## src/verilog/prbs_pkg.sv

```systemverilog
package prbs_pkg;

    // generator length, cut down so one full period fits in simulation
    localparam int LFSR_LEN    = 10;
    localparam int LFSR_PERIOD = (1 << LFSR_LEN) - 1;

    // reset state, also the state that marks the start of each period
    localparam logic [LFSR_LEN-1:0] LFSR_SEED = LFSR_LEN'(1);

    // galois feedback masks indexed by register length
    // bit i set means the feedback bit is xored into state bit i
    // bit 0 stands for the constant term and is always set on valid rows
    localparam logic [31:0] TAPS [0:32] = '{
        32'h0000_0000,  // 0, invalid
        32'h0000_0000,  // 1, invalid
        32'h0000_0000,  // 2, invalid
        32'h0000_0000,  // 3, invalid
        32'h0000_0000,  // 4, invalid
        32'h0000_0009,  // 5:  x^5 + x^3 + 1
        32'h0000_0021,  // 6:  x^6 + x^5 + 1
        32'h0000_0041,  // 7:  x^7 + x^6 + 1
        32'h0000_0071,  // 8:  x^8 + x^6 + x^5 + x^4 + 1
        32'h0000_0021,  // 9:  x^9 + x^5 + 1
        32'h0000_0081,  // 10: x^10 + x^7 + 1
        32'h0000_0201,  // 11
        32'h0000_0053,  // 12
        32'h0000_001B,  // 13
        32'h0000_002B,  // 14
        32'h0000_4001,  // 15
        32'h0000_A011,  // 16
        32'h0000_4001,  // 17
        32'h0000_0801,  // 18
        32'h0000_0047,  // 19
        32'h0002_0001,  // 20
        32'h0008_0001,  // 21
        32'h0020_0001,  // 22
        32'h0004_0001,  // 23
        32'h00C2_0001,  // 24
        32'h0040_0001,  // 25
        32'h0000_0047,  // 26
        32'h0000_0027,  // 27
        32'h0200_0001,  // 28
        32'h0800_0001,  // 29
        32'h0000_0053,  // 30
        32'h1000_0001,  // 31
        32'h0040_0007   // 32
    };

    // pam4 symbol and received sample
    localparam int SYM_W    = 2;
    localparam int SAMPLE_W = 8;

    // fixed slicer decision levels
    localparam logic signed [SAMPLE_W-1:0] THR_LO  = -64;
    localparam logic signed [SAMPLE_W-1:0] THR_MID = 0;
    localparam logic signed [SAMPLE_W-1:0] THR_HI  = 64;

    // per-period bit error count, a 1023 symbol window cannot overflow it
    localparam int ERR_W = 16;

endpackage

```

## src/verilog/ber_accum.sv

```systemverilog
module ber_accum import prbs_pkg::*; (
    input  logic             clk,
    input  logic             reset,
    input  logic             sample_en,
    input  logic [SYM_W-1:0] ref_sym,
    input  logic             period_start,
    input  logic [SYM_W-1:0] rx_sym,
    input  logic             rx_valid,
    output logic [ERR_W-1:0] err_count,
    output logic             result_valid
);

    localparam int DIST_W = $clog2(SYM_W + 1);

    logic [SYM_W-1:0]  ref_sym_d;  // lines up with rx_sym
    logic [SYM_W-1:0]  diff;
    logic [DIST_W-1:0] bit_errs;
    logic [ERR_W-1:0]  add_errs;
    logic [ERR_W-1:0]  run_count;
    logic              win_open;   // a window has been started since reset
    logic              close_win;

    // reference symbol held for the same strobe the slicer is working on
    always_ff @(posedge clk or posedge reset) begin
        if (reset) begin
            ref_sym_d <= '0;
        end else if (sample_en) begin
            ref_sym_d <= ref_sym;
        end
    end

    // hamming distance between reference and received symbol
    always_comb begin
        diff = ref_sym_d ^ rx_sym;
        bit_errs = '0;
        for (int i = 0; i < SYM_W; i++) begin
            bit_errs = bit_errs + DIST_W'(diff[i]);
        end
    end

    // nothing to add unless a decided symbol is present this cycle
    assign add_errs = rx_valid ? ERR_W'(bit_errs) : '0;

    // seed strobe ends the old window and opens the next
    assign close_win = sample_en & period_start;

    always_ff @(posedge clk or posedge reset) begin
        if (reset) begin
            run_count <= '0;
            win_open  <= 1'b0;
        end else if (close_win) begin
            // symbol in flight goes into err_count with the old window
            run_count <= '0;
            win_open  <= 1'b1;
        end else begin
            run_count <= run_count + add_errs;
        end
    end

    // the first seed after reset only opens a window
    always_ff @(posedge clk or posedge reset) begin
        if (reset) begin
            err_count    <= '0;
            result_valid <= 1'b0;
        end else begin
            result_valid <= close_win & win_open;
            if (close_win && win_open) begin
                err_count <= run_count + add_errs;  // includes last symbol of window
            end
        end
    end

endmodule

```

## src/verilog/lfsr_gen.sv

```systemverilog
module lfsr_gen import prbs_pkg::*; (
    input  logic                clk,
    input  logic                reset,
    input  logic                sample_en,
    output logic [LFSR_LEN-1:0] ref_state,
    output logic [SYM_W-1:0]    ref_sym,
    output logic                period_start,
    output logic [LFSR_LEN-1:0] period_count
);

    // feedback mask for the configured length
    localparam logic [31:0] TAP_MASK = TAPS[LFSR_LEN];

    logic [LFSR_LEN-1:0] state;
    logic [LFSR_LEN-1:0] next_state;
    logic                fb;

    // galois step: top bit wraps into bit 0 and into every tapped position
    always_comb begin
        fb = state[LFSR_LEN-1];
        next_state[0] = fb & TAP_MASK[0];
        for (int i = 1; i < LFSR_LEN; i++) begin
            next_state[i] = state[i-1] ^ (fb & TAP_MASK[i]);
        end
    end

    // state only moves on a symbol strobe
    always_ff @(posedge clk or posedge reset) begin
        if (reset) begin
            state <= LFSR_SEED;
        end else if (sample_en) begin
            state <= next_state;
        end
    end

    // position of the current symbol within its period, 1 at the seed
    always_ff @(posedge clk or posedge reset) begin
        if (reset) begin
            period_count <= LFSR_LEN'(1);  // seed is symbol 1
        end else if (sample_en) begin
            if (next_state == LFSR_SEED) begin
                period_count <= LFSR_LEN'(1);
            end else begin
                period_count <= period_count + LFSR_LEN'(1);
            end
        end
    end

    assign ref_state = state;

    // msb and lsb of the state form the two-bit reference symbol
    assign ref_sym = {state[LFSR_LEN-1], state[0]};

    // level, high for as long as the seed is held (gaps included)
    assign period_start = (state == LFSR_SEED);

endmodule

```

## src/verilog/prbs_ber_top.sv

```systemverilog
module prbs_ber_top import prbs_pkg::*; (
    input  logic                       clk,
    input  logic                       reset,
    input  logic                       sample_en,
    input  logic signed [SAMPLE_W-1:0] sample,
    output logic        [SYM_W-1:0]    ref_sym,
    output logic                       period_start,
    output logic        [ERR_W-1:0]    err_count,
    output logic                       result_valid
);

    logic [SYM_W-1:0] rx_sym;
    logic             rx_valid;

    // reference pattern, free running on the symbol strobe
    lfsr_gen u_lfsr_gen (
        .clk          (clk),
        .reset        (reset),
        .sample_en    (sample_en),
        .ref_state    (),
        .ref_sym      (ref_sym),
        .period_start (period_start),
        .period_count ()
    );

    // received samples to gray symbols
    sym_slicer u_sym_slicer (
        .clk       (clk),
        .reset     (reset),
        .sample_en (sample_en),
        .sample    (sample),
        .rx_sym    (rx_sym),
        .rx_valid  (rx_valid)
    );

    // compare and count per period
    ber_accum u_ber_accum (
        .clk          (clk),
        .reset        (reset),
        .sample_en    (sample_en),
        .ref_sym      (ref_sym),
        .period_start (period_start),
        .rx_sym       (rx_sym),
        .rx_valid     (rx_valid),
        .err_count    (err_count),
        .result_valid (result_valid)
    );

endmodule

```

## src/verilog/sym_slicer.sv

```systemverilog
module sym_slicer import prbs_pkg::*; (
    input  logic                       clk,
    input  logic                       reset,
    input  logic                       sample_en,
    input  logic signed [SAMPLE_W-1:0] sample,
    output logic        [SYM_W-1:0]    rx_sym,
    output logic                       rx_valid
);

    logic [SYM_W-1:0] decision;

    // gray order 00, 01, 11, 10 from lowest to highest level
    // neighbouring levels differ in one bit only
    always_comb begin
        if (sample < THR_LO) begin
            decision = 2'b00;
        end else if (sample < THR_MID) begin
            decision = 2'b01;
        end else if (sample < THR_HI) begin
            decision = 2'b11;
        end else begin
            decision = 2'b10;
        end
    end

    // decided symbol is only meaningful with rx_valid
    always_ff @(posedge clk or posedge reset) begin
        if (reset) begin
            rx_sym <= '0;
        end else if (sample_en) begin
            rx_sym <= decision;
        end
    end

    // strobe follows the symbol by one cycle
    always_ff @(posedge clk or posedge reset) begin
        if (reset) begin
            rx_valid <= 1'b0;
        end else begin
            rx_valid <= sample_en;
        end
    end

endmodule
```

## config.mk

```make
export PLATFORM = sky130hd
export DESIGN_NAME = prbs_ber_top
export DESIGN_NICKNAME = d
export VERILOG_FILES = /design/src/verilog/prbs_pkg.sv /design/src/verilog/ber_accum.sv /design/src/verilog/lfsr_gen.sv /design/src/verilog/prbs_ber_top.sv /design/src/verilog/sym_slicer.sv
export SDC_FILE = /design/constraint.sdc
export NUM_CORES = 1
export LEC_CHECK = 0
export BUFFER_PORTS_ARGS = -buffer_cell sky130_fd_sc_hd__clkbuf_2
export CORE_UTILIZATION = 45
export CTS_BUF_LIST = sky130_fd_sc_hd__clkbuf_16
export CTS_CLUSTER_SIZE = 16
export DETAILED_ROUTE_END_ITERATION = 8
export PLACE_DENSITY = 0.75
export SETUP_SLACK_MARGIN = 0.4
export SYNTH_ARGS = -nofsm -noshare
export SYNTH_HDL_FRONTEND = slang
export SYNTH_HIERARCHICAL = 1
export SYNTH_SLANG_ARGS = --single-unit
```

## constraint.sdc

```tcl
create_clock -name clk -period 2.9 [get_ports clk]
set_input_delay 0.145 -clock clk [delete_from_list [all_inputs] [get_ports clk]]
set_output_delay 0.145 -clock clk [all_outputs]
set_load 0.02 [all_outputs]
```

==> impl_results.md, run 1 <==
- Run status: complete, no violations
- Buffers plus inverters on the worst setup path: 2
- Clock share of power: 25.7%
- Series of cell instances along the critical path: xor2_1, ha_1, and2_4, ha_4, inv_2, fa_2, nand3b_1, buf_6, nor4_4, xnor2_2, o21ai_1
- Cell area power density: 966 mW/mm^2
- Worst setup slack after placement: 0.248 ns
- Critical path type: reg2reg
- Proportion of layout cells with a drive suffix above 1: 32.3%
- Reg2reg start: u_sym_slicer/rx_sym[1]$_DFFE_PP0P_
- Period utilization: 84.9%
- Initial standard-cell utilization of the core: 47.6%
- Setup slack on the worst flop-to-flop path: 0.44 ns
- Type of element capturing the critical path: flop
- Data required, critical path: 3.06 ns
- Post-synthesis instance total: 187
- Min-Delay Path Class: in2reg
- Number of standard cells in the final layout excluding fillers: 269
- Final count of pins violating max slew: 0
- Post-Syn Area: 0.00210 mm^2
- # Max-Cap Violations: 0
- Pin slew with the least headroom to its limit: 0.445 ns
- Final worst clock skew: 0.00653 ns
- Maximum count of clock buffers along a single path: 2
- Clock root buffer master: clkbuf_16
- Met2 track demand over resource: 28.3%
- Worst slew margin: 70.3%
- Cell at the slowest stage of the critical path: dfrtp_1
- Post-detailed-route wirelength per cell: 14.0 um
- Detailed-route via count: 1411
- Final setup TNS: 0 ns
- CP max FO: 6
- Number of filler instances in the final layout: 360
- Delay-heaviest family, CP: adder cells
- Pre-Repair DR Iteration Count: 4
- Leakage component of the power: 0.00118 uW
- Combined global-route utilization of all metal layers: 16.9%
- Global routing's busiest layer: met2
- Global-route wire length before repair: 6480 um
- Total of endpoints with negative setup slack in the final report: 0
- Maximum clock rate: 406 MHz
- Hold Violations, Final: 0
- Crit Reg-Reg Endpoint: u_ber_accum/err_count[12]$_DFFE_PP0P_
- Area enclosed by the die boundary: 0.00495 mm^2
- Number of placed cells counting well taps: 259
- Final nets: 232
- Height of the die: 70.3 um
- Internal Dissipation: 1650 uW
- Level count of the clock H-tree: 2
- Total I/O pin count: 31
- Post-detailed-route via-to-cell ratio: 5.25
- Latest clock arrival within the worst-skew pair: 0.28 ns
- Clock sink count: 49
- Combinational group share of total power: 29.5%
- RSZ-0062 raised after global routing: yes
- Yosys warning count: 6
- Largest net degree at the start of global routing: 37
- Final critical path time including I/O delays and setup: 2.46 ns
- Worst path max stage delay: 0.38 ns
- Min-Delay Startpoint: sample[7]
- Core area: 0.00441 mm^2
- Number of buffers created by CTS: 5
- Type of origin of the critical path: flop
- Vias in the first global route: 1436
- Remaining DRCs: 0
- Cell row count: 24
- Total overflow reported by the global router: 0
- Overall die width: 70.3 um
- Number of input and output port buffers inserted: 24
- Hold Path Sink: u_sym_slicer/rx_sym[1]$_DFFE_PP0P_
- First DRT Iteration DRCs: 112
- Routability Congestion: 0.721
- Routed Antenna Nets: 0
- Antenna cells: 0
- P_sw: 842 uW
- Hold depth: 3
- Post-synthesis net count: 203
- Detailed Place HPWL: 2340 um
- Multi-input gate area in the final layout: 908 um^2
- Antenna violations before repair: 0
- Launching instance or port of the critical path: u_sym_slicer/rx_sym[1]$_DFFE_PP0P_
- Switching power share of the total: 33.8%
- Sum of routed wire length over all layers: 3760 um
- Mean instance size in the synthesized netlist: 11.2 um^2
- Register Area: 0.00123 mm^2
- Met1 demand-to-capacity share in global routing: 20.6%
- Clock-pin slew on the worst setup and hold paths: 0.06 ns
- IR drop worst, VDD: 0.000527 V
- Flop pwr share: 44.7%
- Data arrival time of the worst path: 2.62 ns
- GR met3 Demand/Resource: 5.48%
- Number of cell instances on the worst register-to-register path: 11
- Clock tree from TritonCTS: done
- Signed area change from the synthesized netlist to the final layout: 22.6%
- Crit path setup slack, layout: 0.437 ns
==> worst min-delay path: stages <==
cell and delay, ns:
clkbuf_2 0.09, nor2_1 0.08, mux2_2 0.14
==> layer usage <==
layer  share of wire (%)  wire length [um]
met3                 2.6                96
met1                  45              1700
met2                  52              1960
met4                0.21                 8
met5                   0                 0
==> sequential cells by signal, indices dropped and copies added, names as in the netlist <==
name	count
u_lfsr_gen/ref_state	10
u_ber_accum/ref_sym_d	2
u_sym_slicer/rx_sym	2
u_ber_accum/run_count	16
u_ber_accum/err_count	16
u_ber_accum/result_valid	1
u_sym_slicer/rx_valid	1
u_ber_accum/win_open	1
==> power by group through the flow <==
| stage | combinational, uW | sequential, uW | clock, uW |
|---|---|---|---|
| 6_report | 735 | 1110 | 640 |
| 5_1_grt | 824 | 1150 | 681 |
| 4_1_cts | 669 | 1100 | 653 |
| 3_5_place_dp | 612 | 1100 | 0 |
| 3_3_place_gp | 586 | 1100 | 0 |
| 2_1_floorplan | 501 | 1060 | 0 |
==> cell type report <==
cell class	instances	area share (%)
multi-input cells	120	35.3
clock inverters	3	1.60
inverters	10	1.46
clock buffers	5	4.86
repair buffers	30	6.65
well taps	52	2.53
flip-flops and latches	49	47.6
==> metrics by stage <==
step | util, % | total power (uW) | cell area [um^2] | hold slack [ns]
finish | 58.4 | 2490 | 2580 | 0.210
detailed placement | 51.9 | 1720 | 2290 | 0.0218
floorplan | - | 1570 | 2120 | -0.101
CTS | 56.9 | 2420 | 2510 | 0.208
global placement | 51.9 | 1680 | 2290 | 0.0204
global route | 58.4 | 2650 | 2580 | 0.220
==> layout by cell type, fill, tap and decap left out, types with 2 or more instances in the layout <==
| master | count |
|---|---|
| dfrtp_1 | 48 |
| nand2_1 | 19 |
| nor2_1 | 18 |
| a21oi_1 | 3 |
| clkbuf_16 | 5 |
| and2_1 | 2 |
| a31oi_1 | 2 |
| nand3_1 | 2 |
| clkbuf_2 | 24 |
| nor4_4 | 3 |
| xnor2_1 | 8 |
| xor2_1 | 4 |
| xnor2_2 | 3 |
| mux2_2 | 14 |
| or3_1 | 2 |
| nand4_1 | 2 |
| o21ai_0 | 12 |
| o21ai_1 | 3 |
| buf_4 | 4 |
| ha_1 | 3 |
| inv_1 | 9 |
| nor4_1 | 2 |
| or4_4 | 2 |
| nand2b_1 | 2 |
==> worst max-delay path by stage <==
stage | endpoint | slack, ns | cells after the start
2_1_floorplan | u_ber_accum/err_count[0]$_DFFE_PP0P_ | 0.41 | 7
6_report | u_ber_accum/err_count[12]$_DFFE_PP0P_ | 0.44 | 11
3_5_place_dp | u_ber_accum/err_count[14]$_DFFE_PP0P_ | 0.25 | 10
4_1_cts | u_ber_accum/err_count[12]$_DFFE_PP0P_ | 0.41 | 11
5_1_grt | u_ber_accum/err_count[12]$_DFFE_PP0P_ | 0.31 | 11
3_3_place_gp | u_ber_accum/err_count[14]$_DFFE_PP0P_ | 0.23 | 10
==> timing repair <==
item / 4_1_cts / 5_1_grt
resized for setup: 8 / 14
endpoints found under the hold margin: 48 / 0
hold buffers: 1 / 0
pin swaps: 3 / 11
setup endpoints to repair: 8 / 13
buffers inserted: 1 / 0
No activity file was read; power rests on OpenSTA's default activity.
==> run 2, diff against run 1 <==
clock period = 2.4 ns   (was 2.9 ns; I/O delays follow)
==> impl_results.md, run 2 (synthesized netlist as in run 1, its figures left out) <==
- Min-Delay Path Class: in2reg (unchanged)
- Cell area power density: 1160 mW/mm^2 (was 966 mW/mm^2)
- Clock sink count: 49 (unchanged)
- Overall die width: 70.3 um (unchanged)
- Switching power share of the total: 35.1% (was 33.8%)
- Detailed-route via count: 1458 (was 1411)
- Data required, critical path: 2.57 ns (was 3.06 ns)
- Data arrival time of the worst path: 2.59 ns (was 2.62 ns)
- Proportion of layout cells with a drive suffix above 1: 40.4% (was 32.3%)
- Pin slew with the least headroom to its limit: 0.457 ns (was 0.445 ns)
- Signed area change from the synthesized netlist to the final layout: 30.9% (was 22.6%)
- # Max-Cap Violations: 0 (unchanged)
- Combinational group share of total power: 32.3% (was 29.5%)
- Detailed Place HPWL: 2470 um (was 2340 um)
- Violations in the final reports: setup timing
- Post-detailed-route via-to-cell ratio: 5.26 (was 5.25)
- Pre-Repair DR Iteration Count: 4 (unchanged)
- Clock tree from TritonCTS: done (unchanged)
- Crit Reg-Reg Endpoint: u_ber_accum/err_count[8]$_DFFE_PP0P_ (was u_ber_accum/err_count[12]$_DFFE_PP0P_)
- Crit path setup slack, layout: -0.0209 ns (was 0.437 ns)
- Latest clock arrival within the worst-skew pair: 0.29 ns (was 0.28 ns)
- Register Area: 0.00123 mm^2 (unchanged)
- Global-route wire length before repair: 6930 um (was 6480 um)
- Hold Path Sink: u_sym_slicer/rx_sym[0]$_DFFE_PP0P_ (was u_sym_slicer/rx_sym[1]$_DFFE_PP0P_)
- Leakage component of the power: 0.00122 uW (was 0.00118 uW)
- CP max FO: 6 (unchanged)
- Area enclosed by the die boundary: 0.00495 mm^2 (unchanged)
- Clock-pin slew on the worst setup and hold paths: 0.06 ns (about the same)
- Antenna cells: 0 (unchanged)
- Post-detailed-route wirelength per cell: 14.8 um (was 14.0 um)
- Antenna violations before repair: 0 (unchanged)
- Clock root buffer master: clkbuf_16 (unchanged)
- Vias in the first global route: 1477 (was 1436)
- Final worst clock skew: 0.00278 ns (was 0.00653 ns)
- Most used cells in the layout excluding fill and tap cells: dfrtp_1, clkbuf_2, nand2_1, nor2_1 (was dfrtp_1, clkbuf_2, nand2_1, nor2_1, mux2_2)
- Final setup TNS: -0.0342 ns (was 0 ns)
- Remaining DRCs: 0 (unchanged)
- Number of input and output port buffers inserted: 24 (unchanged)
- Total of endpoints with negative setup slack in the final report: 2 (was 0)
- Reg2reg start: u_sym_slicer/rx_sym[0]$_DFFE_PP0P_ (was u_sym_slicer/rx_sym[1]$_DFFE_PP0P_)
- Total I/O pin count: 31 (unchanged)
- Height of the die: 70.3 um (unchanged)
- Routed Antenna Nets: 0 (unchanged)
- Maximum count of clock buffers along a single path: 2 (unchanged)
- Number of cell instances on the worst register-to-register path: 11 (unchanged)
- Core area: 0.00441 mm^2 (unchanged)
- Multi-input gate area in the final layout: 0.00101 mm^2 (was 908 um^2)
- Number of filler instances in the final layout: 337 (was 360)
- Period utilization: 101% (was 84.9%)
- Routability Congestion: 0.798 (was 0.721)
- Final critical path time including I/O delays and setup: 2.42 ns (was 2.46 ns)
- IR drop worst, VDD: 0.000746 V (was 0.000527 V)
- Type of origin of the critical path: flop (unchanged)
- Critical path type: reg2reg (unchanged)
- Final nets: 240 (was 232)
- Hold depth: 3 (unchanged)
- Clock share of power: 24.6% (was 25.7%)
- Most frequent standard cell in the layout excluding fill and tap cells: dfrtp_1 (unchanged)
- Hold Violations, Final: 0 (unchanged)
- Flop pwr share: 43.1% (was 44.7%)
- First DRT Iteration DRCs: 90 (was 112)
- Internal Dissipation: 2060 uW (was 1650 uW)
- Sum of routed wire length over all layers: 4100 um (was 3760 um)
- Min-Delay Startpoint: sample[7] (unchanged)
- Setup slack on the worst flop-to-flop path: -0.02 ns (was 0.44 ns)
- Run status: finished, violations left (was complete, no violations)
- Maximum clock rate: 413 MHz (was 406 MHz)
- Total overflow reported by the global router: 0 (unchanged)
- P_sw: 1120 uW (was 842 uW)
- Cell row count: 24 (unchanged)
- Initial standard-cell utilization of the core: 47.6% (unchanged)
- Type of element capturing the critical path: flop (unchanged)
- Worst slew margin: 69.5% (was 70.3%)
- Core utilization of the finished layout: 62.3% (was 58.4%)
- Final count of pins violating max slew: 0 (unchanged)
- Number of buffers created by CTS: 5 (unchanged)
- Combined global-route utilization of all metal layers: 18.1% (was 16.9%)
- Level count of the clock H-tree: 2 (unchanged)
- Largest net degree at the start of global routing: 37 (unchanged)
- RSZ-0062 raised after global routing: yes (unchanged)
run 2: cell types whose count changed in the layout (fill, tap and decap cells not counted), moves of 2 or more:
| cell | change |
|---|---|
| buf_4 | +5 |
| buf_6 | +3 |
| o21ai_1 | +11 |
| a21oi_2 | +2 |
| a21oi_1 | -2 |
| o21ai_0 | -11 |
run 2: worst max path at each step:
stage / depth (start not counted) / slack [ns] / end / startpoint
4_1_cts: 11 / 0.0009 / u_ber_accum/err_count[8]$_DFFE_PP0P_ / u_sym_slicer/rx_sym[0]$_DFFE_PP0P_
2_1_floorplan: 10 / 0.09 / u_ber_accum/err_count[12]$_DFFE_PP0P_ / u_sym_slicer/rx_sym[0]$_DFFE_PP0P_
6_report: 11 / -0.02 / u_ber_accum/err_count[8]$_DFFE_PP0P_ / u_sym_slicer/rx_sym[0]$_DFFE_PP0P_
3_5_place_dp: 11 / -0.02 / u_ber_accum/err_count[14]$_DFFE_PP0P_ / u_sym_slicer/rx_sym[0]$_DFFE_PP0P_
5_1_grt: 11 / -0.09 / u_ber_accum/err_count[8]$_DFFE_PP0P_ / u_sym_slicer/rx_sym[0]$_DFFE_PP0P_
3_3_place_gp: 11 / 0.01 / u_ber_accum/err_count[14]$_DFFE_PP0P_ / u_sym_slicer/rx_sym[0]$_DFFE_PP0P_
run 2: routing by layer:
metal | vias to the layer above | wire [um] | global-route usage [%]
met4 | 0 | 63 | 7.56
met2 | 25 | 2090 | 29.4
met1 | 725 | 1840 | 23.0
met5 | - | 0 | 0
met3 | 7 | 109 | 4.62
li1 | 701 | - | -
run 2: final cells by class:
cell class / instances / share of cell area, %
inverter: 10 / 1.50
clock inverter: 3 / 1.50
sequential: 49 / 44.7
clock buffer: 5 / 4.55
multi-input combinational: 120 / 36.6
timing repair buffer: 38 / 8.83
tap: 52 / 2.37
run 2: metrics by stage:
step / setup WS (ns) / total power [uW] / cell area, um^2 / std cells / hold WS, ns
finish: -0.0209 / 3180 / 2750 / 277 / 0.200
global route: -0.0885 / 3360 / 2750 / 277 / 0.204
CTS: 0.000875 / 3120 / 2680 / 276 / 0.199
detailed placement: -0.0187 / 2180 / 2360 / 262 / 0.00148
global placement: 0.0108 / 2130 / 2360 / 262 / -0.00281
floorplan: 0.0914 / 1950 / 2200 / 187 / -0.126
run 2: critical path: stages (launching register included):
cell	delay [ns]
dfrtp_1	0.38
xor2_1	0.17
ha_1	0.29
and2_4	0.15
ha_4	0.13
inv_2	0.04
fa_2	0.33
nand3b_1	0.17
buf_6	0.15
nor3_4	0.22
xnor2_2	0.17
o21ai_1	0.09
run 2: power groups by stage:
stage,logic [uW],clock network (uW),registers [uW]
after floorplan,661,0,1290
after global placement,796,0,1330
after detailed placement,838,0,1340
after CTS,970,798,1350
after global routing,1130,824,1400
final,1030,782,1370
run 2: what timing repair did:
action                     4_1_cts  5_1_grt
buffers inserted                 5        1
gates resized for setup         18       12
hold endpoints to repair        48        0
setup endpoints to repair       27       30
hold buffers                     1        0
pin swaps                       11        7
==> run 3, diff against run 2 <==
CTS_BUF_LIST = sky130_fd_sc_hd__clkbuf_2 sky130_fd_sc_hd__clkbuf_4 sky130_fd_sc_hd__clkbuf_8   (was sky130_fd_sc_hd__clkbuf_16)
SETUP_SLACK_MARGIN = not set   (was 0.4)
==> impl_results.md, run 3 (synthesized netlist as in run 1, its figures left out) <==
- Run status: finished, violations left (unchanged)
- Violations in the final reports: setup timing (unchanged)
- Final nets: 237 (was 240)
- Min-Delay Startpoint: sample[7] (unchanged)
- Sum of routed wire length over all layers: 3650 um (was 4100 um)
- Post-detailed-route wirelength per cell: 13.3 um (was 14.8 um)
- Height of the die: 70.3 um (unchanged)
- Number of filler instances in the final layout: 365 (was 337)
- Setup slack on the worst flop-to-flop path: -0.09 ns (was -0.02 ns)
- Flop pwr share: 48.4% (was 43.1%)
- Number of cell instances on the worst register-to-register path: 12 (was 11)
- Hold Violations, Final: 0 (unchanged)
- Clock tree from TritonCTS: done (unchanged)
- Total I/O pin count: 31 (unchanged)
- Area enclosed by the die boundary: 0.00495 mm^2 (unchanged)
- Most used cells in the layout excluding fill and tap cells: dfrtp_1, clkbuf_2, nand2_1, nor2_1, mux2_2 (was dfrtp_1, clkbuf_2, nand2_1, nor2_1)
- Latest clock arrival within the worst-skew pair: 0.30 ns (was 0.29 ns)
- Antenna violations before repair: 0 (unchanged)
- Data arrival time of the worst path: 2.68 ns (was 2.59 ns)
- RSZ-0062 raised after global routing: yes (unchanged)
- Switching power share of the total: 36.1% (was 35.1%)
- Reg2reg start: u_ber_accum/ref_sym_d[0]$_DFFE_PP0P_ (was u_sym_slicer/rx_sym[0]$_DFFE_PP0P_)
- Crit path setup slack, layout: -0.0904 ns (was -0.0209 ns)
- Vias in the first global route: 1421 (was 1477)
- Largest net degree at the start of global routing: 37 (unchanged)
- Final setup TNS: -0.446 ns (was -0.0342 ns)
- Clock sink count: 49 (unchanged)
- Clock root buffer master: clkbuf_8 (was clkbuf_16)
- Internal Dissipation: 1760 uW (was 2060 uW)
- Maximum count of clock buffers along a single path: 2 (unchanged)
- Total of endpoints with negative setup slack in the final report: 10 (was 2)
- Core area: 0.00441 mm^2 (unchanged)
- Post-detailed-route via-to-cell ratio: 5.09 (was 5.26)
- Final critical path time including I/O delays and setup: 2.49 ns (was 2.42 ns)
- Routability Congestion: 0.793 (was 0.798)
- Clock-pin slew on the worst setup and hold paths: 0.09 ns (was 0.06 ns)
- Number of buffers created by CTS: 5 (unchanged)
- Cell row count: 24 (unchanged)
- Worst slew margin: 70.0% (was 69.5%)
- Final worst clock skew: 0.0141 ns (was 0.00278 ns)
- Remaining DRCs: 0 (unchanged)
- Data required, critical path: 2.59 ns (was 2.57 ns)
- P_sw: 997 uW (was 1120 uW)
- Pin slew with the least headroom to its limit: 0.450 ns (was 0.457 ns)
- Hold Path Sink: u_sym_slicer/rx_sym[1]$_DFFE_PP0P_ (was u_sym_slicer/rx_sym[0]$_DFFE_PP0P_)
- Global-route wire length before repair: 6330 um (was 6930 um)
- Hold depth: 3 (unchanged)
- Level count of the clock H-tree: 2 (unchanged)
- Register Area: 0.00123 mm^2 (unchanged)
- Initial standard-cell utilization of the core: 47.6% (unchanged)
- # Max-Cap Violations: 0 (unchanged)
- Maximum clock rate: 402 MHz (was 413 MHz)
- Number of placed cells counting well taps: 262 (unchanged)
- Worst path max stage delay: 0.41 ns (was 0.38 ns)
- CP max FO: 3 (was 6)
- Number of standard cells in the final layout excluding fillers: 274 (was 277)
- Combined global-route utilization of all metal layers: 16.5% (was 18.1%)
- Number of input and output port buffers inserted: 24 (unchanged)
- First DRT Iteration DRCs: 61 (was 90)
- Pre-Repair DR Iteration Count: 6 (was 4)
- Cell at the slowest stage of the critical path: dfrtp_1 (unchanged)
- Critical path type: reg2reg (unchanged)
- Period utilization: 104% (was 101%)
- Detailed Place HPWL: 2510 um (was 2470 um)
- Routed Antenna Nets: 0 (unchanged)
- Clock share of power: 18.1% (was 24.6%)
- Most frequent standard cell in the layout excluding fill and tap cells: dfrtp_1 (unchanged)
- Proportion of layout cells with a drive suffix above 1: 35.1% (was 40.4%)
- Antenna cells: 0 (unchanged)
- Cell area power density: 1080 mW/mm^2 (was 1160 mW/mm^2)
- Final count of pins violating max slew: 0 (unchanged)
- Total overflow reported by the global router: 0 (unchanged)
- Combinational group share of total power: 33.6% (was 32.3%)
- Type of element capturing the critical path: flop (unchanged)
- Multi-input gate area in the final layout: 920 um^2 (was 0.00101 mm^2)
- IR drop worst, VDD: 0.000641 V (was 0.000746 V)
- Type of origin of the critical path: flop (unchanged)
- Crit Reg-Reg Endpoint: u_ber_accum/err_count[6]$_DFFE_PP0P_ (was u_ber_accum/err_count[8]$_DFFE_PP0P_)
- Signed area change from the synthesized netlist to the final layout: 21.8% (was 30.9%)
- Overall die width: 70.3 um (unchanged)
- Detailed-route via count: 1396 (was 1458)
- Series of cell instances along the critical path: xor2_1, ha_1, and2_4, ha_4, inv_2, fa_2, nand3b_1, buf_4, buf_6, nor2_4, xnor2_2, o21ai_1 (was xor2_1, ha_1, and2_4, ha_4, inv_2, fa_2, nand3b_1, buf_6, nor3_4, xnor2_2, o21ai_1)
- Min-Delay Path Class: in2reg (unchanged)
- Worst setup slack after placement: -0.242 ns (was -0.0187 ns)
- Leakage component of the power: 0.00117 uW (was 0.00122 uW)
-- run 3: cell count changes in the layout (fill, tap and decap cells not counted), moves of 2 or more --
cell,previous run,this run
buf_6,4,2
nand2_1,18,20
o21ai_0,1,10
xnor2_1,7,9
o21ai_1,14,5
clkbuf_16,5,0
xnor2_2,4,2
clkinvlp_4,2,0
clkbuf_8,0,6
-- run 3: through the flow --
step	hold WS, ns	util, %	total power [uW]	cell area, um^2
after floorplan	-0.126	-	1890	2120
after global routing	0.169	58.0	2940	2560
after CTS	0.159	55.7	2660	2460
final	0.162	58.0	2760	2560
after global placement	0.000251	52.4	2070	2310
after detailed placement	-0.000406	52.4	2120	2310
-- run 3: layout make-up --
cell class	count	area share (%)
Clock inverter	2	0.538
Clock buffer	6	3.23
Sequential cell	49	48.0
Inverter	10	1.47
Multi-Input combinational cell	120	35.9
Timing Repair Buffer	35	8.31
Tap cell	52	2.54
-- run 3: power by group through the flow --
stage	logic, uW	clock network (uW)	registers [uW]
6_report	927	499	1340
5_1_grt	1030	539	1370
4_1_cts	819	515	1320
3_5_place_dp	779	0	1340
3_3_place_gp	748	0	1330
2_1_floorplan	607	0	1290
-- run 3: metal layers --
layer  global-route usage (%)  vias up  wire length (um)
li1                         -      693                 -
met1                     21.1      669              1610
met2                     26.2       28              1840
met3                     4.33        6               129
met4                     6.89        0                66
met5                        0        -                 0
-- run 3: worst max path at each step --
| stage | to | slack [ns] | from |
|---|---|---|---|
| after floorplan | u_ber_accum/err_count[12]$_DFFE_PP0P_ | -0.05 | u_sym_slicer/rx_sym[0]$_DFFE_PP0P_ |
| after global placement | u_ber_accum/err_count[12]$_DFFE_PP0P_ | -0.14 | u_sym_slicer/rx_sym[1]$_DFFE_PP0P_ |
| after detailed placement | u_ber_accum/err_count[12]$_DFFE_PP0P_ | -0.24 | u_sym_slicer/rx_sym[0]$_DFFE_PP0P_ |
| after CTS | u_ber_accum/err_count[6]$_DFFE_PP0P_ | -0.08 | u_sym_slicer/rx_sym[0]$_DFFE_PP0P_ |
| after global routing | u_ber_accum/err_count[14]$_DFFE_PP0P_ | -0.22 | u_ber_accum/ref_sym_d[0]$_DFFE_PP0P_ |
| final | u_ber_accum/err_count[6]$_DFFE_PP0P_ | -0.09 | u_ber_accum/ref_sym_d[0]$_DFFE_PP0P_ |
-- run 3: worst max-delay path: cells and delay by family, from the launching register on --
kind,cells,cell delay (ns)
adders and majority gates,3,0.75
AOI/OAI and AO/OA,1,0.07
xor gates and xnor gates,2,0.30
buffers and inverters,3,0.35
DFF,1,0.41
and+or+nand+nor,3,0.50
-- run 3: repair_timing --
item / CTS / global route
resized for setup: 9 / 19
endpoints found under the hold margin: 48 / 0
hold buffers: 1 / 0
setup buffers: 1 / 2
pin swaps: 6 / 13
endpoints found under the setup margin: 14 / 16
